$ cat config.mk
export PLATFORM = sky130hd
export DESIGN_NAME = dev_bridge_top
export DESIGN_NICKNAME = d
export VERILOG_FILES = /design/src/rtl/dev_bus_pkg.sv /design/src/rtl/axi_lite_pkg.sv /design/src/rtl/dev_req_if.sv /design/src/rtl/rst_stretch.sv /design/src/rtl/dev_decoder.sv /design/src/rtl/axi_lite_master.sv /design/src/rtl/dev_bridge_top.sv
export VERILOG_INCLUDE_DIRS = /design/src /design/src/include
export SDC_FILE = /design/constraint.sdc
export NUM_CORES = 1
export LEC_CHECK = 0
export BUFFER_PORTS_ARGS = -buffer_cell sky130_fd_sc_hd__buf_4
export CORE_UTILIZATION = 35
export CTS_BUF_LIST = sky130_fd_sc_hd__clkbuf_4
export CTS_CLUSTER_DIAMETER = 120
export DETAILED_ROUTE_END_ITERATION = 7
export GPL_ROUTABILITY_DRIVEN = 0
export PLACE_DENSITY = 0.6
export SETUP_SLACK_MARGIN = 0.02
export SLEW_MARGIN = 10
export SYNTH_ARGS = -nofsm -noshare
export SYNTH_HDL_FRONTEND = slang
export SYNTH_SLANG_ARGS = --single-unit
$ cat constraint.sdc
create_clock -name clk -period 7.7 [get_ports clk]
set_input_delay 0.385 -clock clk [delete_from_list [all_inputs] [get_ports clk]]
set_output_delay 0.385 -clock clk [all_outputs]
set_load 0.02 [all_outputs]
$ cat src/include/dev_bridge_settings.svh
`ifndef DEV_BRIDGE_SETTINGS_SVH
`define DEV_BRIDGE_SETTINGS_SVH

// ---------------------------------------------------------------------
// bus widths
// ---------------------------------------------------------------------
`define DEV_XLEN        32              // address and data word
`define DEV_BE_W        (`DEV_XLEN/8)   // one enable per byte

// ---------------------------------------------------------------------
// device map, decoded on the top address byte
// ---------------------------------------------------------------------
`define DEV_SEL_HI_W    8
`define DEV_UART_BASE   8'hC0           // serial port window
`define DEV_SPI_BASE    8'hC2           // storage controller over axi-lite

// extra cycles the core stays in reset after rst drops
`define DEV_RST_HOLD    8

`endif

$ cat src/rtl/dev_bus_pkg.sv
`include "dev_bridge_settings.svh"

// core-side device bus types
package dev_bus_pkg;

    // ---------------------------------------------------------------------
    // payload words
    // ---------------------------------------------------------------------
    typedef logic [`DEV_XLEN-1:0] dev_addr_t;   // byte address
    typedef logic [`DEV_XLEN-1:0] dev_data_t;   // one bus word
    typedef logic [`DEV_BE_W-1:0] dev_be_t;     // byte lanes

    // ---------------------------------------------------------------------
    // where an access completes
    // ---------------------------------------------------------------------
    typedef enum logic [1:0]
    {
        TGT_NONE = 2'd0,    // unmapped, answered by the decoder itself
        TGT_UART = 2'd1,    // memory-mapped serial port
        TGT_AXI  = 2'd2     // axi-lite master
    } dev_target_e;

    // 2'd3 unused, decodes as no target

endpackage

$ cat src/rtl/axi_lite_pkg.sv
// axi4-lite protocol types

package axi_lite_pkg;

    // ---------------------------------------------------------------------
    // response codes on bresp / rresp
    // ---------------------------------------------------------------------
    typedef enum logic [1:0]
    {
        OKAY   = 2'b00,
        EXOKAY = 2'b01,     // not expected from a lite slave
        SLVERR = 2'b10,     // slave reported an error
        DECERR = 2'b11      // no slave at that address
    } axi_resp_e;

    // msb set means failure for both error codes

    // ---------------------------------------------------------------------
    // master channel sequencing
    // ---------------------------------------------------------------------
    typedef enum logic [1:0]
    {
        AX_IDLE = 2'd0,     // waiting for a routed request
        AX_ADDR = 2'd1,     // address / write data valids up
        AX_RESP = 2'd2,     // waiting for b or r
        AX_DONE = 2'd3      // done pulse back to the decoder
    } axi_state_e;

endpackage

$ cat src/rtl/dev_req_if.sv
// one routed device access, decoder to axi master

interface dev_req_if;
    import dev_bus_pkg::*;

    // request, a one-cycle pulse with fields held stable
    logic      req;
    dev_addr_t addr;
    logic      we;      // 1 = write
    dev_be_t   be;
    dev_data_t wdata;

    // completion
    dev_data_t rdata;   // zero for writes
    logic      done;    // one-cycle pulse, ends the access
    logic      err;     // response msb

    modport initiator
    (
        output req, addr, we, be, wdata,
        input  rdata, done, err
    );

    modport target
    (
        input  req, addr, we, be, wdata,
        output rdata, done, err
    );

endinterface

$ cat src/rtl/rst_stretch.sv
`include "dev_bridge_settings.svh"

module rst_stretch
(
    input  logic clk,
    input  logic rst,
    output logic core_rst_o
);

    localparam int CNT_W = $clog2(`DEV_RST_HOLD + 1);

    logic [CNT_W-1:0] hold_cnt;     // cycles left after rst drops

    // load while rst is up, then count down to zero and stop
    always_ff @(posedge clk)
    begin
        if (rst)
            hold_cnt <= CNT_W'(`DEV_RST_HOLD);
        else if (hold_cnt != '0)
            hold_cnt <= hold_cnt - 1'b1;
    end

    // rst term covers the cycles before the first load
    assign core_rst_o = rst | (hold_cnt != '0);

endmodule

$ cat src/rtl/dev_decoder.sv
`include "dev_bridge_settings.svh"

module dev_decoder
(
    input  logic                   clk,
    input  logic                   core_rst_i,
    // core device bus
    input  logic                   dev_strobe_i,
    input  logic                   dev_we_i,
    input  dev_bus_pkg::dev_addr_t dev_addr_i,
    input  dev_bus_pkg::dev_be_t   dev_be_i,
    input  dev_bus_pkg::dev_data_t dev_wdata_i,
    output dev_bus_pkg::dev_data_t dev_rdata_o,
    output logic                   dev_ready_o,
    output logic                   dev_err_o,
    // serial port target
    output logic                   uart_en_o,
    output logic                   uart_we_o,
    output logic [1:0]             uart_addr_o,
    output dev_bus_pkg::dev_be_t   uart_be_o,
    output dev_bus_pkg::dev_data_t uart_wdata_o,
    input  dev_bus_pkg::dev_data_t uart_rdata_i,
    input  logic                   uart_ready_i,
    // axi side
    dev_req_if.initiator           axi_req
);
    import dev_bus_pkg::*;

    dev_target_e sel_tgt;       // decode of the incoming address
    dev_target_e cur_tgt;       // target of the access in flight
    logic        accept;
    logic        uart_done;
    logic        axi_done;
    dev_addr_t   acc_addr;
    logic        acc_we;
    dev_be_t     acc_be;
    dev_data_t   acc_wdata;

    // ---------------------------------------------------------------------
    // address decode, top byte only
    // ---------------------------------------------------------------------
    always_comb
    begin
        case (dev_addr_i[`DEV_XLEN-1 -: `DEV_SEL_HI_W])
            `DEV_UART_BASE: sel_tgt = TGT_UART;
            `DEV_SPI_BASE:  sel_tgt = TGT_AXI;
            default:        sel_tgt = TGT_NONE;
        endcase
    end

    assign accept    = dev_strobe_i && (cur_tgt == TGT_NONE);  // one access at a time
    assign uart_done = uart_ready_i && (cur_tgt == TGT_UART);
    assign axi_done  = axi_req.done && (cur_tgt == TGT_AXI);

    // issue pulses, completion pulse, target tracking
    always_ff @(posedge clk)
    begin
        if (core_rst_i)
        begin
            cur_tgt     <= TGT_NONE;
            uart_en_o   <= 1'b0;
            axi_req.req <= 1'b0;
            dev_ready_o <= 1'b0;
        end
        else
        begin
            uart_en_o   <= accept && (sel_tgt == TGT_UART);
            axi_req.req <= accept && (sel_tgt == TGT_AXI);
            // unmapped completes straight away
            dev_ready_o <= (accept && (sel_tgt == TGT_NONE)) || uart_done || axi_done;
            if (accept)
                cur_tgt <= sel_tgt;     // stays none for unmapped
            else if (uart_done || axi_done)
                cur_tgt <= TGT_NONE;
        end
    end

    // ---------------------------------------------------------------------
    // payload capture and return steering
    // ---------------------------------------------------------------------
    always_ff @(posedge clk)
    begin
        if (accept)
        begin
            acc_addr  <= dev_addr_i;
            acc_we    <= dev_we_i;
            acc_be    <= dev_be_i;
            acc_wdata <= dev_wdata_i;
        end
        if (accept && (sel_tgt == TGT_NONE))
        begin
            dev_rdata_o <= '0;
            dev_err_o   <= 1'b1;
        end
        else if (uart_done)
        begin
            dev_rdata_o <= uart_rdata_i;
            dev_err_o   <= 1'b0;            // serial port has no error path
        end
        else if (axi_done)
        begin
            dev_rdata_o <= axi_req.rdata;
            dev_err_o   <= axi_req.err;
        end
    end

    // both targets see the same registered fields
    assign uart_we_o     = acc_we;
    assign uart_addr_o   = acc_addr[3:2];   // word select within the port
    assign uart_be_o     = acc_be;
    assign uart_wdata_o  = acc_wdata;
    assign axi_req.addr  = acc_addr;
    assign axi_req.we    = acc_we;
    assign axi_req.be    = acc_be;
    assign axi_req.wdata = acc_wdata;

endmodule

$ cat src/rtl/axi_lite_master.sv
`include "dev_bridge_settings.svh"

module axi_lite_master
(
    input  logic                    clk,
    input  logic                    core_rst_i,
    // routed access from the decoder
    dev_req_if.target               axi_req,
    // write address / data
    output dev_bus_pkg::dev_addr_t  awaddr_o,
    output logic                    awvalid_o,
    input  logic                    awready_i,
    output dev_bus_pkg::dev_data_t  wdata_o,
    output dev_bus_pkg::dev_be_t    wstrb_o,
    output logic                    wvalid_o,
    input  logic                    wready_i,
    // write response
    input  axi_lite_pkg::axi_resp_e bresp_i,
    input  logic                    bvalid_i,
    output logic                    bready_o,
    // read
    output dev_bus_pkg::dev_addr_t  araddr_o,
    output logic                    arvalid_o,
    input  logic                    arready_i,
    input  dev_bus_pkg::dev_data_t  rdata_i,
    input  axi_lite_pkg::axi_resp_e rresp_i,
    input  logic                    rvalid_i,
    output logic                    rready_o
);
    import dev_bus_pkg::*;
    import axi_lite_pkg::*;

    axi_state_e state;
    logic       is_write;       // latched direction
    dev_addr_t  ax_addr;
    dev_data_t  ax_wdata;
    dev_be_t    ax_strb;
    dev_data_t  rsp_data;
    logic       rsp_err;
    logic       addr_pend;      // a valid still waiting for its ready
    logic       b_hs;
    logic       r_hs;

    assign addr_pend = (awvalid_o && !awready_i) || (wvalid_o && !wready_i)
                     || (arvalid_o && !arready_i);
    assign b_hs = bvalid_i && bready_o;
    assign r_hs = rvalid_i && rready_o;

    // ---------------------------------------------------------------------
    // channel sequencing
    // ---------------------------------------------------------------------
    always_ff @(posedge clk)
    begin
        if (core_rst_i)
        begin
            state     <= AX_IDLE;
            awvalid_o <= 1'b0;
            wvalid_o  <= 1'b0;
            arvalid_o <= 1'b0;
            bready_o  <= 1'b0;
            rready_o  <= 1'b0;
        end
        else
        begin
            case (state)
                AX_IDLE:
                    if (axi_req.req)
                    begin
                        awvalid_o <= axi_req.we;    // aw and w raised together
                        wvalid_o  <= axi_req.we;
                        arvalid_o <= !axi_req.we;
                        state     <= AX_ADDR;
                    end
                AX_ADDR:
                begin
                    // each valid drops on its own handshake
                    if (awready_i)
                        awvalid_o <= 1'b0;
                    if (wready_i)
                        wvalid_o <= 1'b0;
                    if (arready_i)
                        arvalid_o <= 1'b0;
                    if (!addr_pend)
                        state <= AX_RESP;
                end
                AX_RESP:
                begin
                    // ready one cycle after valid, up for a single cycle
                    if (is_write)
                        bready_o <= bvalid_i && !bready_o;
                    else
                        rready_o <= rvalid_i && !rready_o;
                    if (b_hs || r_hs)
                        state <= AX_DONE;
                end
                default:
                    state <= AX_IDLE;   // AX_DONE, done pulse is out
            endcase
        end
    end

    // ---------------------------------------------------------------------
    // request and response payload
    // ---------------------------------------------------------------------
    always_ff @(posedge clk)
    begin
        if ((state == AX_IDLE) && axi_req.req)
        begin
            is_write <= axi_req.we;
            ax_addr  <= axi_req.addr;
            ax_wdata <= axi_req.wdata;
            ax_strb  <= axi_req.be;
        end
        if (b_hs)
        begin
            rsp_data <= '0;
            rsp_err  <= bresp_i[1];
        end
        else if (r_hs)
        begin
            rsp_data <= rdata_i;
            rsp_err  <= rresp_i[1];     // slverr or decerr
        end
    end

    assign awaddr_o = ax_addr;
    assign araddr_o = ax_addr;
    assign wdata_o  = ax_wdata;
    assign wstrb_o  = ax_strb;

    assign axi_req.rdata = rsp_data;
    assign axi_req.err   = rsp_err;
    assign axi_req.done  = (state == AX_DONE);  // one cycle after the response handshake

endmodule

$ cat src/rtl/dev_bridge_top.sv
module dev_bridge_top
(
    input  logic                    clk,
    input  logic                    rst,
    // core device bus
    input  logic                    dev_strobe_i,
    input  dev_bus_pkg::dev_addr_t  dev_addr_i,
    input  logic                    dev_we_i,
    input  dev_bus_pkg::dev_be_t    dev_be_i,
    input  dev_bus_pkg::dev_data_t  dev_wdata_i,
    output dev_bus_pkg::dev_data_t  dev_rdata_o,
    output logic                    dev_ready_o,
    output logic                    dev_err_o,
    // serial port
    output logic                    uart_en_o,
    output logic [1:0]              uart_addr_o,
    output logic                    uart_we_o,
    output dev_bus_pkg::dev_be_t    uart_be_o,
    output dev_bus_pkg::dev_data_t  uart_wdata_o,
    input  dev_bus_pkg::dev_data_t  uart_rdata_i,
    input  logic                    uart_ready_i,
    // axi-lite to the storage controller
    output dev_bus_pkg::dev_addr_t  awaddr_o,
    output logic                    awvalid_o,
    input  logic                    awready_i,
    output dev_bus_pkg::dev_data_t  wdata_o,
    output dev_bus_pkg::dev_be_t    wstrb_o,
    output logic                    wvalid_o,
    input  logic                    wready_i,
    input  axi_lite_pkg::axi_resp_e bresp_i,
    input  logic                    bvalid_i,
    output logic                    bready_o,
    output dev_bus_pkg::dev_addr_t  araddr_o,
    output logic                    arvalid_o,
    input  logic                    arready_i,
    input  dev_bus_pkg::dev_data_t  rdata_i,
    input  axi_lite_pkg::axi_resp_e rresp_i,
    input  logic                    rvalid_i,
    output logic                    rready_o
);

    logic core_rst;     // stretched reset for the whole bridge

    dev_req_if axi_req ();

    // ---------------------------------------------------------------------
    rst_stretch u_rst_stretch
    (
        .clk        (clk),
        .rst        (rst),
        .core_rst_o (core_rst)
    );

    dev_decoder u_dev_decoder
    (
        .clk          (clk),
        .core_rst_i   (core_rst),
        .dev_strobe_i (dev_strobe_i),
        .dev_we_i     (dev_we_i),
        .dev_addr_i   (dev_addr_i),
        .dev_be_i     (dev_be_i),
        .dev_wdata_i  (dev_wdata_i),
        .dev_rdata_o  (dev_rdata_o),
        .dev_ready_o  (dev_ready_o),
        .dev_err_o    (dev_err_o),
        .uart_en_o    (uart_en_o),
        .uart_we_o    (uart_we_o),
        .uart_addr_o  (uart_addr_o),
        .uart_be_o    (uart_be_o),
        .uart_wdata_o (uart_wdata_o),
        .uart_rdata_i (uart_rdata_i),
        .uart_ready_i (uart_ready_i),
        .axi_req      (axi_req.initiator)
    );

    axi_lite_master u_axi_lite_master
    (
        .clk        (clk),
        .core_rst_i (core_rst),
        .axi_req    (axi_req.target),
        .awaddr_o   (awaddr_o),
        .awvalid_o  (awvalid_o),
        .awready_i  (awready_i),
        .wdata_o    (wdata_o),
        .wstrb_o    (wstrb_o),
        .wvalid_o   (wvalid_o),
        .wready_i   (wready_i),
        .bresp_i    (bresp_i),
        .bvalid_i   (bvalid_i),
        .bready_o   (bready_o),
        .araddr_o   (araddr_o),
        .arvalid_o  (arvalid_o),
        .arready_i  (arready_i),
        .rdata_i    (rdata_i),
        .rresp_i    (rresp_i),
        .rvalid_i   (rvalid_i),
        .rready_o   (rready_o)
    );

endmodule

### After elaboration in Yosys (flattened, before gate mapping)

Cells that the tools add are included.

| storage, ports and cells | value |
|---|---|
| flip-flop bits (word level) | 220 |
| output and inout bits | 179 |
| word-level logic and storage cells | 102 |

| operators by class | value |
|---|---|
| equal/unequal tests | 15 |
| mux-type cells | 21 |
| $add $sub $neg | 1 |
| bitwise logic cells | 2 |
| reductions and logical operators | 40 |

Operators by type and width:

| operator | count |
|---|---|
| two-way mux 32 bit | 2 |
| == test 8 bit, second input constant | 2 |
| logical AND 1 bit | 14 |
| AND reduction 3 bit | 4 |
| two-way mux 2 bit | 5 |
| inequality test 2 bit, second input constant | 5 |
| two-way mux 1 bit | 9 |
| == test 2 bit, second input constant | 4 |
| nonzero test 2 bit | 4 |
| == test 2 x 1 -> 1 bit, second input constant | 3 |
| zero test 1 bit | 6 |
| zero test 2 bit | 3 |
| logical OR 1 bit | 6 |
| one-hot mux 1 bit (2 select lines) | 3 |
| one-hot mux 2 bit (3 select lines) | 1 |
| one-hot mux 2 bit (2 select lines) | 1 |
| AND reduction 2 bit | 2 |
| nonzero test 4 bit | 1 |
| subtractor 4 x 1 -> 4 bit, second input constant | 1 |
| inequality test 2 x 1 -> 1 bit, second input constant | 1 |
| NOT 1 bit | 1 |
| OR 1 bit | 1 |

### Longest topological paths before layout

Gate-level depths: netlist (run 1).

| depth | value |
|---|---|
| depth after elaboration | 6 |
| mapped depth | 7 |
| gate-level depth less buffers | 6 |

### By module

Synthesis (run 1) repeated with hierarchy kept, for this count alone.

| unflattened totals | value |
|---|---|
| cell total of the unflattened synthesis | 643 |
| area total of the unflattened synthesis | 8,714.6 sq um |

By module, submodules not included:

| module | times used | area an instance (sq um) | cells each |
|---|---|---|---|
| dev_decoder | 1 | 4,610.7 | 321 |
| axi_lite_master | 1 | 3,896.2 | 301 |
| rst_stretch | 1 | 207.7 | 21 |

### Worst setup path before layout (run 1)

No wires, ideal clock.

| path | value |
|---|---|
| path type | flip-flop to flip-flop |
| start | register u_dev_decoder.cur_tgt[1] |
| end | register u_dev_decoder.dev_rdata_o[1] |
| arrival | 3.946 ns |
| required time | 7.578 ns |
| cell stages (with the launch flop) | 6 |
| path buffers | 1 |
| setup slack | 3.631 ns |
| clock period less this slack | 4.069 ns |
| path through | dfxtp_1 nor3b_2 a21boi_1 nand2b_1 buf_2 o21ai_1 |

| on the way | value |
|---|---|
| cells in the longest elaborated chain, start to end | 3 |

RTL lines:

| element | line | text |
|---|---|---|
| from (decl) | dev_decoder.sv:30 | `dev_target_e cur_tgt;` |
| from (signal assigned) | dev_decoder.sv:72 | `cur_tgt <= sel_tgt;` |
| zero test 2 bit | dev_decoder.sv:51 | `assign accept = dev_strobe_i && (cur_tgt == TGT_NONE);` |
| logical AND 1 bit | dev_decoder.sv:51 |  |
| via u_dev_decoder.accept | dev_decoder.sv:31 | `logic accept;` |
| logical AND 1 bit | dev_decoder.sv:90 | `if (accept && (sel_tgt == TGT_NONE))` |
| to (signal assigned) | dev_decoder.sv:97 | `dev_rdata_o <= uart_rdata_i;` |
| to (signal assigned) | dev_decoder.sv:102 | `dev_rdata_o <= axi_req.rdata;` |
| to (decl) | dev_decoder.sv:13 | `output dev_bus_pkg::dev_data_t dev_rdata_o,` |

The timed path passes the listed nets, and every way through them passes these cells.
A chain may end at the register's enable or synchronous reset.

### Final worst setup path (run 1)

| path | value |
|---|---|
| start | register u_dev_decoder.cur_tgt[0] |
| end | register u_dev_decoder.dev_rdata_o[11] |

The elaborated chain is that of the path after synthesis.

==> results of run 1 <==
==> power groups by stage <==
stage | clock network [mW] | registers [mW] | logic, mW
after CTS | 1.07 | 1.31 | 0.213
final | 1.04 | 1.31 | 0.212
after global placement | 0 | 1.33 | 0.150
after floorplan | 0 | 1.35 | 0.0517
after detailed placement | 0 | 1.34 | 0.154
after global routing | 1.13 | 1.31 | 0.229
==> worst register-to-register path: cells and delay by family, from the launching register on <==
kind / cells / cell delay, ns
buffers and inverters: 2 / 1.09
AOI/OAI and AO/OA: 2 / 0.49
and+or+nand+nor: 2 / 0.74
DFF: 1 / 0.39
==> kinds of logic after synthesis <==
| logic type | count (synthesis) | synth area share |
|---|---|---|
| AOI/OAI and AO/OA | 120 | 0.0916 |
| xor gates and xnor gates | 1 | 0.00114 |
| adders and majority gates | 7 | 0.0114 |
| buffers and inverters | 67 | 0.0500 |
| DFF | 220 | 0.755 |
| muxes | 1 | 0.00130 |
| and+or+nand+nor | 153 | 0.0895 |
==> sequential cells by signal (all words and copies together) (netlist names), 2 cells and up <==
name,flops
u_dev_decoder.cur_tgt,2
u_dev_decoder.axi_req.be,4
u_axi_lite_master.wdata_o,32
u_rst_stretch.hold_cnt,4
u_dev_decoder.axi_req.wdata,32
u_axi_lite_master.state,2
u_dev_decoder.dev_rdata_o,32
u_axi_lite_master.axi_req.rdata,32
u_dev_decoder.axi_req.addr,32
u_axi_lite_master.wstrb_o,4
u_axi_lite_master.araddr_o,32
==> per-layer routing <==
layer,vias up,routed length (um)
met3,40,2060
met4,0,487
met2,274,11300
met5,-,0
met1,2829,8710
li1,2961,-
==> layout make-up <==
cell class,count,area (sq um)
multi-input cells,282,1510
fillers,1747,9010
clock buffers,91,683
clock inverters,11,78.8
inverters,7,26.3
repair buffers,465,3830
flip-flops and latches,220,5800
well taps,275,344
==> worst paths after layout <==
check	startpoint	end	slack (ns)	cells after the start
worst max-delay path	u_dev_decoder.cur_tgt[0]$_SDFFE_PP0P_	u_dev_decoder.dev_rdata_o[11]$_SDFFE_PP0P_	4.86	6
worst max register to register	u_dev_decoder.cur_tgt[0]$_SDFFE_PP0P_	u_dev_decoder.dev_rdata_o[11]$_SDFFE_PP0P_	4.86	6
worst min register to register	u_dev_decoder.axi_req.addr[22]$_DFFE_PP_	u_axi_lite_master.araddr_o[22]$_DFFE_PP_	0.41	0
worst min-delay path	awready_i	u_axi_lite_master.awvalid_o$_SDFFE_PP0P_	0.11	4
==> cells in the mapped netlist (4+ instances only) <==
| cell | instances | share of area |
|---|---|---|
| sky130_fd_sc_hd__edfxtp_1 | 139 | 0.54 |
| sky130_fd_sc_hd__nand2_1 | 106 | 0.052 |
| sky130_fd_sc_hd__dfxtp_1 | 81 | 0.21 |
| sky130_fd_sc_hd__a21oi_1 | 40 | 0.026 |
| sky130_fd_sc_hd__buf_4 | 34 | 0.033 |
| sky130_fd_sc_hd__o21ai_1 | 33 | 0.022 |
| sky130_fd_sc_hd__a22oi_1 | 32 | 0.031 |
| sky130_fd_sc_hd__clkbuf_1 | 22 | 0.011 |
| sky130_fd_sc_hd__nor2_1 | 10 | 0.0049 |
| sky130_fd_sc_hd__nor2b_1 | 9 | 0.0073 |
| sky130_fd_sc_hd__ha_1 | 7 | 0.011 |
| sky130_fd_sc_hd__inv_1 | 7 | 0.0034 |
| sky130_fd_sc_hd__o21ai_0 | 7 | 0.0046 |
| sky130_fd_sc_hd__buf_2 | 4 | 0.0026 |
| sky130_fd_sc_hd__nand2b_1 | 4 | 0.0033 |
==> metrics by stage <==
step | utilization | instances | hold slack (ns) | area [sq um] | worst slack, ns
3_5_place_dp | 0.477 | 1113 | 0.405 | 10100 | 4.67
2_1_floorplan | - | 569 | 0.400 | 7680 | 3.63
3_3_place_gp | 0.477 | 1113 | 0.401 | 10100 | 4.74
5_1_grt | 0.577 | 1351 | 0.0862 | 12300 | 4.60
4_1_cts | 0.577 | 1351 | 0.0197 | 12300 | 4.72
6_report | 0.577 | 1351 | 0.109 | 12300 | 4.86
==> repair_timing <==
action / CTS / global route
hold endpoints to repair: 142 / 0
hold buffers: 136 / 0
setup endpoints to repair: 0 / 0
==> results.txt, run 1 <==
* Clock sink count: 220
- For the worst setup path, the data required time is 8.23 ns.
- Max-cap violations in this run came to 0.
* Setup repair after global routing missed its margin: false
- Type of destination of the critical path: flip-flop
- In this run the vertical extent of the chip is 150 um.
- Each instance of the synthesized netlist takes up on average 13.5 sq um.
- Synthesis inferred 220 register bits.
- Hold Vio Cnt, Final: 0
* Clock transition at the registers of the reported paths: 0.07 ns
- In the global route stage, met1 resource usage came out at 0.215.
- In this run the power density over the cells is 209 mW/mm^2.
- Counting every net in the synthesized netlist gives 722.
* Number of antenna violations at the first check in global routing: 0
- For this run, the top clock speed supported by timing is 352 MHz.
* Kind of critical path: flip-flop to flip-flop
* EDFF count, synth: 139
- The share of total power dissipated in sequential elements is 0.512.
* Length of the first detailed-routing pass in iterations: 4
- Dividing the detail-routed wire length by the instance count gives 16.7 um.
* Die ar.: 0.0225 sq mm
* Post-CTS Setup Inserts: 0
* Clock power share: 0.406
- During placement, the flow inserted port buffers numbering 322.
* Resize count post-CTS: 0
* Kind of cell adding the most delay to the critical path: buffers and inverters
- The net count of the finished layout is 1,187.
- At the later pin of the worst-skew pair, clock insertion delay measures 0.68 ns.
* P_leak: 5.00 nW
- GR Util met2: 0.334
* Die width: 150 um
- Summing internal, switching and leakage power gives 2.56 mW.
- CTS HTree Levels: 2
* Slowest-stage cell, CP: sky130_fd_sc_hd__buf_4
- For this block, the initial DRC count from the detailed router was 249.
- Core Footprint: 0.0213 sq mm
- In this run the clock root is driven by a sky130_fd_sc_hd__clkbuf_4.
* Most congested layer reported by global routing: met2
* Post-DRT Antenna Nets: 0
- In this run the worst path has a maximum fanout of 71.
- Of the total power, the share spent switching nets is 0.224.
- Setup violations remaining at the end of the flow were counted as 0.
- Share of synthesized flip-flops with an asynchronous set or reset: 0
* Startpoint Class: flip-flop
- Most common cell type on the critical path: sky130_fd_sc_hd__buf_4
- Placed wire-length estimate: 14,500 um
- Peak supply drop: 107 uV
* Post-synthesis to final-layout area growth: 59.9%
- The initial utilization of the core area, before any placement, comes to 0.361.
- In this run, CTS created clock tree buffers numbering 58.
- The synthesized netlist occupies a cell area of 0.00768 sq mm.
* Count of final max-slew check failures: 0
- Worst Hold Class: input port to flip-flop
* DRC violation count after routing: 0
- The run finished with clean final reports.
* Most common library cell in the layout ignoring fill and taps: sky130_fd_sc_hd__buf_4
- In this run the deepest clock path goes through 3 buffers.
* Global-route wire length before repair: 32,800 um
- Worst setup skew after layout: 0.0320 ns
- Largest stage delay, worst path: 0.72 ns
- Grt ovf: 0
- The top cell types in the final layout, fill and taps aside, are sky130_fd_sc_hd__buf_4 (329), sky130_fd_sc_hd__edfxtp_1 (139), sky130_fd_sc_hd__dlygate4sd3_1 (136), sky130_fd_sc_hd__nand2_1 (106), sky130_fd_sc_hd__clkbuf_4 (91).
- The internal power of the cells totals 1.99 mW.
* Via count of the first global-routing pass: 6,147
- Entering global routing, the biggest net connects 72 pins.
- In this run the power spent charging and discharging nets is 573 uW.
- Of the available clock period, the critical path in the final layout requires 0.369.
- Measured against its own limit, the worst slew margin works out to 0.376.
- The routed layout has 6,104 vias.
* Yosys Warn Count: 0
- Via count normalized by instance count: 4.52
- Across every metal layer, demand over resource in global routing totals 0.192.
- Number of distinct standard cells referenced by the synthesized netlist: 39
- Aggregate routed wire length: 22,600 um
- For the pin with the worst max-slew slack, the measured transition is 0.936 ns.
* Clock tree from TritonCTS: done
- Of the cells placed in the final design, the portion with a size suffix greater than 1 is 0.400.
* Summed negative setup slack over all endpoints: 0 ns
- Global routing met3 resource utilization: 0.0685
- STA puts the critical path data arrival time at 3.37 ns.
- Part of the power in combinational logic: 0.083
* Crit-path cells: nor3b_4 > buf_4 > a21boi_1 > nand2b_1 > buf_4 > o21ai_1
* Most common flop cell mapped by yosys: sky130_fd_sc_hd__edfxtp_1
* Synthesized instance count: 569
* N_diodes: 0
- Sequential area share after synthesis: 0.755
- Row cnt: 53
* Critical path buffers and inverters: 2
- 325 I/O pins were placed.
- For the finished layout, the period the worst path requires is 2.84 ns.
Note: power is estimated with default switching activity, not from simulation.
==> inputs of run 2 (changes only) <==
--- a/config.mk
+++ b/config.mk
@@ -12,7 +12,7 @@
 export CTS_CLUSTER_DIAMETER = 120
 export DETAILED_ROUTE_END_ITERATION = 7
 export GPL_ROUTABILITY_DRIVEN = 0
-export PLACE_DENSITY = 0.6
+export PLACE_DENSITY = 0.62
 export SETUP_SLACK_MARGIN = 0.02
 export SLEW_MARGIN = 10
 export SYNTH_ARGS = -nofsm -noshare
==> constraint.sdc (replaced) <==
create_clock -name clk -period 2.36 [get_ports clk]
set_input_delay 0.118 -clock clk [delete_from_list [all_inputs] [get_ports clk]]
set_output_delay 0.118 -clock clk [all_outputs]
set_load 0.02 [all_outputs]
==> results.txt, run 2 (synthesis gave the netlist of run 1 again) <==
- Among all stages on the critical path, the largest delay is contributed by sky130_fd_sc_hd__dlygate4sd3_1.
- Max-cap check violation count: 0 (unchanged)
* P_leak: 5.04 nW (+0.87%)
- Initial DRC Count: 218 (-12%)
- Final Instance Count excl. Fillers: 1,361 (+0.74%)
* Fmax: 468 MHz (+33%)
- Aggregate routed wire length: 22,800 um (+0.98%)
- Via count of the first global-routing pass: 6,368 (+3.6%)
- Worst Hold Launch: dev_strobe_i
- Period utilization: 0.905 (+0.535)
- Shortest period the worst path allows: 2.13 ns (-0.710 ns)
- Proportion of layout cells with a drive suffix above 1: 0.399 (-0.000550)
- Highest fanout seen on the critical path: 33 (-54%)
* Power, Total: 8.23 mW (+220%)
- Logic depth of the worst register-to-register path: 7 (+1)
- Peak supply drop: 395 uV (+270%)
- Fin util: 0.583 (+0.00653)
* Data required time at the worst endpoint: 2.96 ns (-5.27 ns)
- Broken down by cell family, the worst path's largest delay share belongs to buffers and inverters.
- The total number of vias was 6,259 (+2.5%).
- The global-route wire length before repair was 34,000 um (+3.7%).
- The number of nets with antenna violations after routing is 0 (unchanged).
- Post-synthesis to final-layout area growth: 61.7%
- Via count normalized by instance count: 4.60 (+1.8%)
- The switching fraction of total power is 0.229 (+0.00496).
- The power per cell area is 663 mW/mm^2 (+220%).
- The die outline area came to 0.0225 sq mm (unchanged).
- Startpoint Class: flip-flop
- Fin nets: 1,198 (+0.93%)
* Worst slew slack as a fraction of its limit: 0.610 (+0.234)
* Die Y: 150 um (unchanged)
- Number of cells traversed by the worst hold path: 4 (unchanged)
- Walking the worst path, the cells encountered are ha_1 > inv_1 > nor3b_4 > buf_4 > a22oi_1 > dlygate4sd3_1 > o21ai_1.
* Worst Path Arrival: 2.73 ns (-0.64 ns)
* Hold Vio Cnt, Final: 0 (unchanged)
- CTS Buffer Depth: 3 (unchanged)
* Worst-case hold path end point: u_dev_decoder.dev_rdata_o[10]$_SDFFE_PP0P_
- The setup slack of the critical path after layout is 0.225 ns (-4.63 ns).
- Worst setup skew after layout: 0.0452 ns (+0.0132 ns)
* Number of inserted filler cells in the final layout: 1,750 (+0.17%)
* Internal: 6.35 mW (+220%)
- Reg2reg end: u_dev_decoder.dev_rdata_o[4]$_SDFFE_PP0P_
- The max-slew violation count is 0 (unchanged).
* Critical path buffers and inverters: 3 (+1)
- Clock tree from TritonCTS: done
* Core Footprint: 0.0213 sq mm (unchanged)
- Worst Hold Class: input port to flip-flop
- Most common library cell in the layout ignoring fill and taps: sky130_fd_sc_hd__buf_4
- Part of the total power dissipated in sequential elements: 0.519 (+0.007)
* Clock power share: 0.394 (-0.012)
- The instance count after placement with tap cells included is 1,115 (+0.18%).
* Placed wire-length estimate: 14,400 um (-0.92%)
* Clock sink count: 220 (unchanged)
- The number of core rows is 53 (unchanged).
* Run status: completed
- Worst skew pair latency: 0.69 ns (about the same)
* Worst-margin pin slew: 0.581 ns (-0.355 ns)
- The maximum number of pins on one net before global-route repair was 71 (-1.4%).
* Type of destination of the critical path: flip-flop
- Setup slack at placement: 0.586 ns (-4.08 ns)
- Kind of critical path: flip-flop to flip-flop
- Port buffer count: 322 (unchanged)
- The global-route total usage across every layer came to 0.197 (+0.00466).
- Grt ovf: 0 (unchanged)
- The delay of the slowest cell on the worst path was 0.59 ns (-0.13 ns).
- The number of antenna violations at the first check in global routing is 1 (+1).
- The DRC violations left came to 0 (unchanged).
- Clock transition at the registers of the reported paths: 0.07 ns (about the same)
- Logic depth of the worst setup path including buffers: 7 (+1)
* Top library cells by usage in the layout, fill and taps aside: sky130_fd_sc_hd__buf_4 (328), sky130_fd_sc_hd__dlygate4sd3_1 (146), sky130_fd_sc_hd__edfxtp_1 (139), sky130_fd_sc_hd__nand2_1 (106), sky130_fd_sc_hd__clkbuf_4 (88)
* Reg2Reg Setup Slack: 0.23 ns (-4.63 ns)
- Die width: 150 um (unchanged)
* Number of setup violations in the final report: 0 (unchanged)
- The logic gate share of total power came to 0.087 (+0.004).
- Length of the first detailed-routing pass in iterations: 4 (unchanged)
- The number of H-tree branching levels was 2 (unchanged).
- The number of I/O pins was 325 (unchanged).
* Clock tree root buffer cell: sky130_fd_sc_hd__clkbuf_4
- TritonCTS Buffers: 57 (-1.7%)
- Setup repair after global routing left no endpoint under its margin.
- In this run the critical register-to-register path is launched from u_axi_lite_master.state[0]$_SDFFE_PP0P_.
- The net load switching power was 1.88 mW (+230%).
- The effective utilization at floorplan is 0.361 (unchanged).
- Per-cell routed wire length: 16.7 um (+0.24%)
==> run 2: power groups by stage <==
stage	Sequential, mW	Combinational [mW]	Clock (mW)
global route	4.28	0.774	3.54
global placement	4.35	0.491	0
CTS	4.27	0.702	3.33
detailed placement	4.35	0.502	0
finish	4.27	0.714	3.24
floorplan	4.39	0.175	0
==> run 2: routing by layer <==
layer | global-route usage | part of all wire | vias up
met5 | 0 | 0 | -
met4 | 0.0753 | 0.024 | 0
met3 | 0.0633 | 0.086 | 37
met2 | 0.345 | 0.51 | 306
met1 | 0.222 | 0.38 | 2930
li1 | - | - | 2986
==> run 2: worst min-delay path: cells and delay by family <==
family          cells  cell delay [ns]
compound gates      2             0.29
buf+inv             1             0.11
simple gates        1             0.15
==> run 2: what timing repair did <==
item                                    4_1_cts  5_1_grt
endpoints found under the hold margin       152        0
gates resized for setup                       0        2
hold buffers                                146        0
setup buffers                                 0        0
endpoints found under the setup margin        0        1
==> run 2: area by class of cell <==
cell class / instances / area, sq um / share of cell area
clock inverters: 11 / 65.1 / 0.00524
flip-flops and latches: 220 / 5800 / 0.467
repair buffers: 477 / 3980 / 0.321
clock buffers: 88 / 661 / 0.0532
inverters: 7 / 26.3 / 0.00212
multi-input cells: 282 / 1530 / 0.123
diodes: 1 / 2.50 / 0.000202
well taps: 275 / 344 / 0.0277
==> run 2: worst max path at each step <==
stage / startpoint / endpoint
6_report: u_axi_lite_master.state[0]$_SDFFE_PP0P_ / u_dev_decoder.dev_rdata_o[4]$_SDFFE_PP0P_
5_1_grt: u_axi_lite_master.state[0]$_SDFFE_PP0P_ / u_dev_decoder.dev_rdata_o[8]$_SDFFE_PP0P_
4_1_cts: u_rst_stretch.hold_cnt[0]$_SDFFE_PP0P_ / u_dev_decoder.uart_en_o$_SDFF_PP0_
3_5_place_dp: u_rst_stretch.hold_cnt[0]$_SDFFE_PP0P_ / u_dev_decoder.cur_tgt[1]$_SDFFE_PP0P_
3_3_place_gp: u_rst_stretch.hold_cnt[0]$_SDFFE_PP0P_ / u_dev_decoder.cur_tgt[1]$_SDFFE_PP0P_
2_1_floorplan: u_dev_decoder.cur_tgt[0]$_SDFFE_PP0P_ / u_dev_decoder.dev_rdata_o[1]$_SDFFE_PP0P_
==> run 2: per-stage QoR <==
step / hold WS [ns] / cell area (sq um) / setup TNS [ns]
floorplan: 0.187 / 7710 / -40.91
global placement: 0.296 / 10200 / 0
detailed placement: 0.297 / 10200 / 0
CTS: 0.00182 / 12400 / 0
global route: 0.0153 / 12400 / 0
finish: 0.0476 / 12400 / 0
==> inputs of run 3 (changes only) <==
--- a/config.mk
+++ b/config.mk
@@ -13,6 +13,8 @@
 export DETAILED_ROUTE_END_ITERATION = 7
 export GPL_ROUTABILITY_DRIVEN = 0
 export PLACE_DENSITY = 0.62
+export RECOVER_POWER = 25
+export REMOVE_ABC_BUFFERS = 1
 export SETUP_SLACK_MARGIN = 0.02
 export SLEW_MARGIN = 10
 export SYNTH_ARGS = -nofsm -noshare
==> results.txt, run 3 (synthesis gave the netlist of run 1 again) <==
- Run status: completed
- The first-pass iteration count of the detailed router was 4 (unchanged).
- Worst setup skew after layout: 0.0275 ns (-0.0177 ns)
* Initial core utilization: 0.361 (unchanged)
- The x dimension of the die was 150 um (unchanged).
- The max capacitance violation total came to 0 (unchanged).
* Worst skew pair latency: 0.67 ns (-0.02 ns)
- Fmax: 474 MHz (+1.1%)
- By startpoint and endpoint, the worst setup path is classified as flip-flop to flip-flop.
- The global-route total usage across every layer came to 0.196 (-0.000664).
* Summed negative setup slack over all endpoints: 0 ns (unchanged)
- Setup repair after global routing missed its margin: false
- Worst Path Arrival: 2.70 ns (-0.03 ns)
- Most common library cell in the layout ignoring fill and taps: sky130_fd_sc_hd__buf_4
- PwrDens: 665 mW/mm^2 (+0.29%)
- Clock tree from TritonCTS: done
* Post-DRT Antenna Nets: 0 (unchanged)
- Fin util: 0.582 (-0.000588)
* Post-synthesis to final-layout area growth: 61.5%
- CTS Buffer Depth: 3 (unchanged)
- Worst Hold Class: input port to flip-flop
- Type of destination of the critical path: flip-flop
- The total number of vias came to 6,254 (-0.080%).
- CTS HTree Levels: 2 (unchanged)
- The number of buffers added for setup after CTS is 0 (unchanged).
- P_leak: 5.02 nW (-0.32%)
- Peak supply drop: 349 uV (-12%)
- The number of DRC violations after detailed-routing iteration 0 was 178 (-18%).
- The total routed wirelength is 22,500 um (-1.3%).
* Data required time at the worst endpoint: 2.95 ns (about the same)
- Worst slew slack as a fraction of its limit: 0.648 (+0.0385)
- Clock tree root buffer cell: sky130_fd_sc_hd__clkbuf_4
- The clock-pin slew reported for the worst setup and hold paths after clock tree synthesis is 0.06 ns (about the same).
- The total non-filler cell area in the finished layout was 0.0124 sq mm (-0.10%).
- The estimated wirelength of the detail-placed design is 14,500 um (+0.73%).
- Per-cell routed wire length: 16.5 um (-1.5%)
- The clock buffer count from CTS was 56 (-1.8%).
- The number of core rows is 53 (unchanged).
- Core Footprint: 0.0213 sq mm (unchanged)
- The overflow left after global routing is 0 (unchanged).
- Placed standard-cell area: 0.0102 sq mm (about the same)
* Shortest period the worst path allows: 2.11 ns (-0.0232 ns)
* Via count normalized by instance count: 4.58 (-0.37%)
- Number of setup violations in the final report: 0 (unchanged)
- Global-route wire length before repair: 33,800 um (-0.65%)
* Count of final max-slew check failures: 0 (unchanged)
- The via count of the first global-routing pass came to 6,339 (-0.46%).
- STA classifies the critical path startpoint as a flip-flop.
* Pin count of the biggest net entering global routing: 71 (unchanged)
- I/O pin count: 325 (unchanged)
* N_diodes: 0 (-1)
- Highest fanout seen on the critical path: 5 (-85%)
* Port buffer count: 322 (unchanged)
- The clock sink count came to 220 (unchanged).
- Die Y: 150 um (unchanged)
- Die ar.: 0.0225 sq mm (unchanged)
- The share of layout cells above drive strength 1 is 0.391 (-0.00825).
- Hold Vio Cnt, Final: 0 (unchanged)
- Period utilization: 0.895 (-0.00981)
- DRC violation count after routing: 0 (unchanged)
- The net count reported at finish was 1,197 (-0.083%).
- Number of antenna violations at the first check in global routing: 0 (-1)
- The measured slew at the worst slew-check pin was 0.520 ns (-0.0604 ns).
- Top library cells by usage in the layout, fill and taps aside: sky130_fd_sc_hd__buf_4 (261), sky130_fd_sc_hd__clkbuf_4 (150), sky130_fd_sc_hd__dlygate4sd3_1 (144), sky130_fd_sc_hd__edfxtp_1 (139), sky130_fd_sc_hd__nand2_1 (106)
[run 3: changes by cell type in the layout (fill, tap and decap cells not counted), moves of 2 or more]
cell / change
sky130_fd_sc_hd__buf_4: -67
sky130_fd_sc_hd__clkinv_1: +9
sky130_fd_sc_hd__clkbuf_1: +2
sky130_fd_sc_hd__dlygate4sd3_1: -2
sky130_fd_sc_hd__clkbuf_4: +62
[run 3: power breakdown]
group	switching (mW)	total [mW]	internal [mW]
clock network	1.54	3.27	1.73
registers	0.0643	4.27	4.21
logic	0.271	0.701	0.430
total	1.87	8.24	6.37
[run 3: routing by layer]
metal	vias to the layer above	GRT usage	wire length, um	part of all wire
met2	267	0.340	11500	0.51
met5	-	0	0	0
met3	30	0.0600	1890	0.084
met4	0	0.0616	312	0.014
li1	2982	-	-	-
met1	2975	0.232	8810	0.39
[run 3: stage by stage]
step                total power [mW]  hold slack [ns]  std cells  setup WS, ns
global route                    8.62            0.137       1365        0.0454
floorplan                       4.55            0.187        509         -2.07
global placement                4.84            0.296       1117         0.552
finish                          8.24            0.203       1365         0.249
detailed placement              4.86            0.297       1117         0.540
CTS                             8.34            0.106       1365         0.141
[run 3: layout make-up]
cell class / instances / area [sq um]
fill: 1741 / 8890
sequential: 220 / 5800
timing repair buffer: 477 / 3970
multi-input combinational: 282 / 1520
clock buffer: 83 / 623
tap: 275 / 344
clock inverter: 21 / 118
inverter: 7 / 26.3
[run 3: worst max-delay path: stages, from the launching register on]
cell and delay, ns:
sky130_fd_sc_hd__dfxtp_1 0.32, sky130_fd_sc_hd__inv_1 0.08, sky130_fd_sc_hd__ha_1 0.18, sky130_fd_sc_hd__or3b_4 0.43, sky130_fd_sc_hd__nor2_4 0.15, sky130_fd_sc_hd__nand4_1 0.19, sky130_fd_sc_hd__nor2_1 0.14, sky130_fd_sc_hd__dlygate4sd3_1 0.54
[run 3: worst paths after layout]
check                                                              from                                   endpoint  slack [ns]  depth (start not counted)
worst max-delay path             u_rst_stretch.hold_cnt[0]$_SDFFE_PP0P_         u_dev_decoder.uart_en_o$_SDFF_PP0_        0.25                          7
worst min register to register  u_dev_decoder.axi_req.addr[6]$_DFFE_PP_    u_axi_lite_master.araddr_o[6]$_DFFE_PP_        0.40                          0
worst min-delay path                                    dev_wdata_i[17]  u_dev_decoder.axi_req.wdata[17]$_DFFE_PP_        0.20                          2
worst max register to register   u_rst_stretch.hold_cnt[0]$_SDFFE_PP0P_         u_dev_decoder.uart_en_o$_SDFF_PP0_        0.25                          7
[run 3: repair_timing]
item,CTS,global route
hold endpoints to repair,152,0
gates resized for setup,0,2
setup endpoints to repair,0,1
hold buffers,144,0
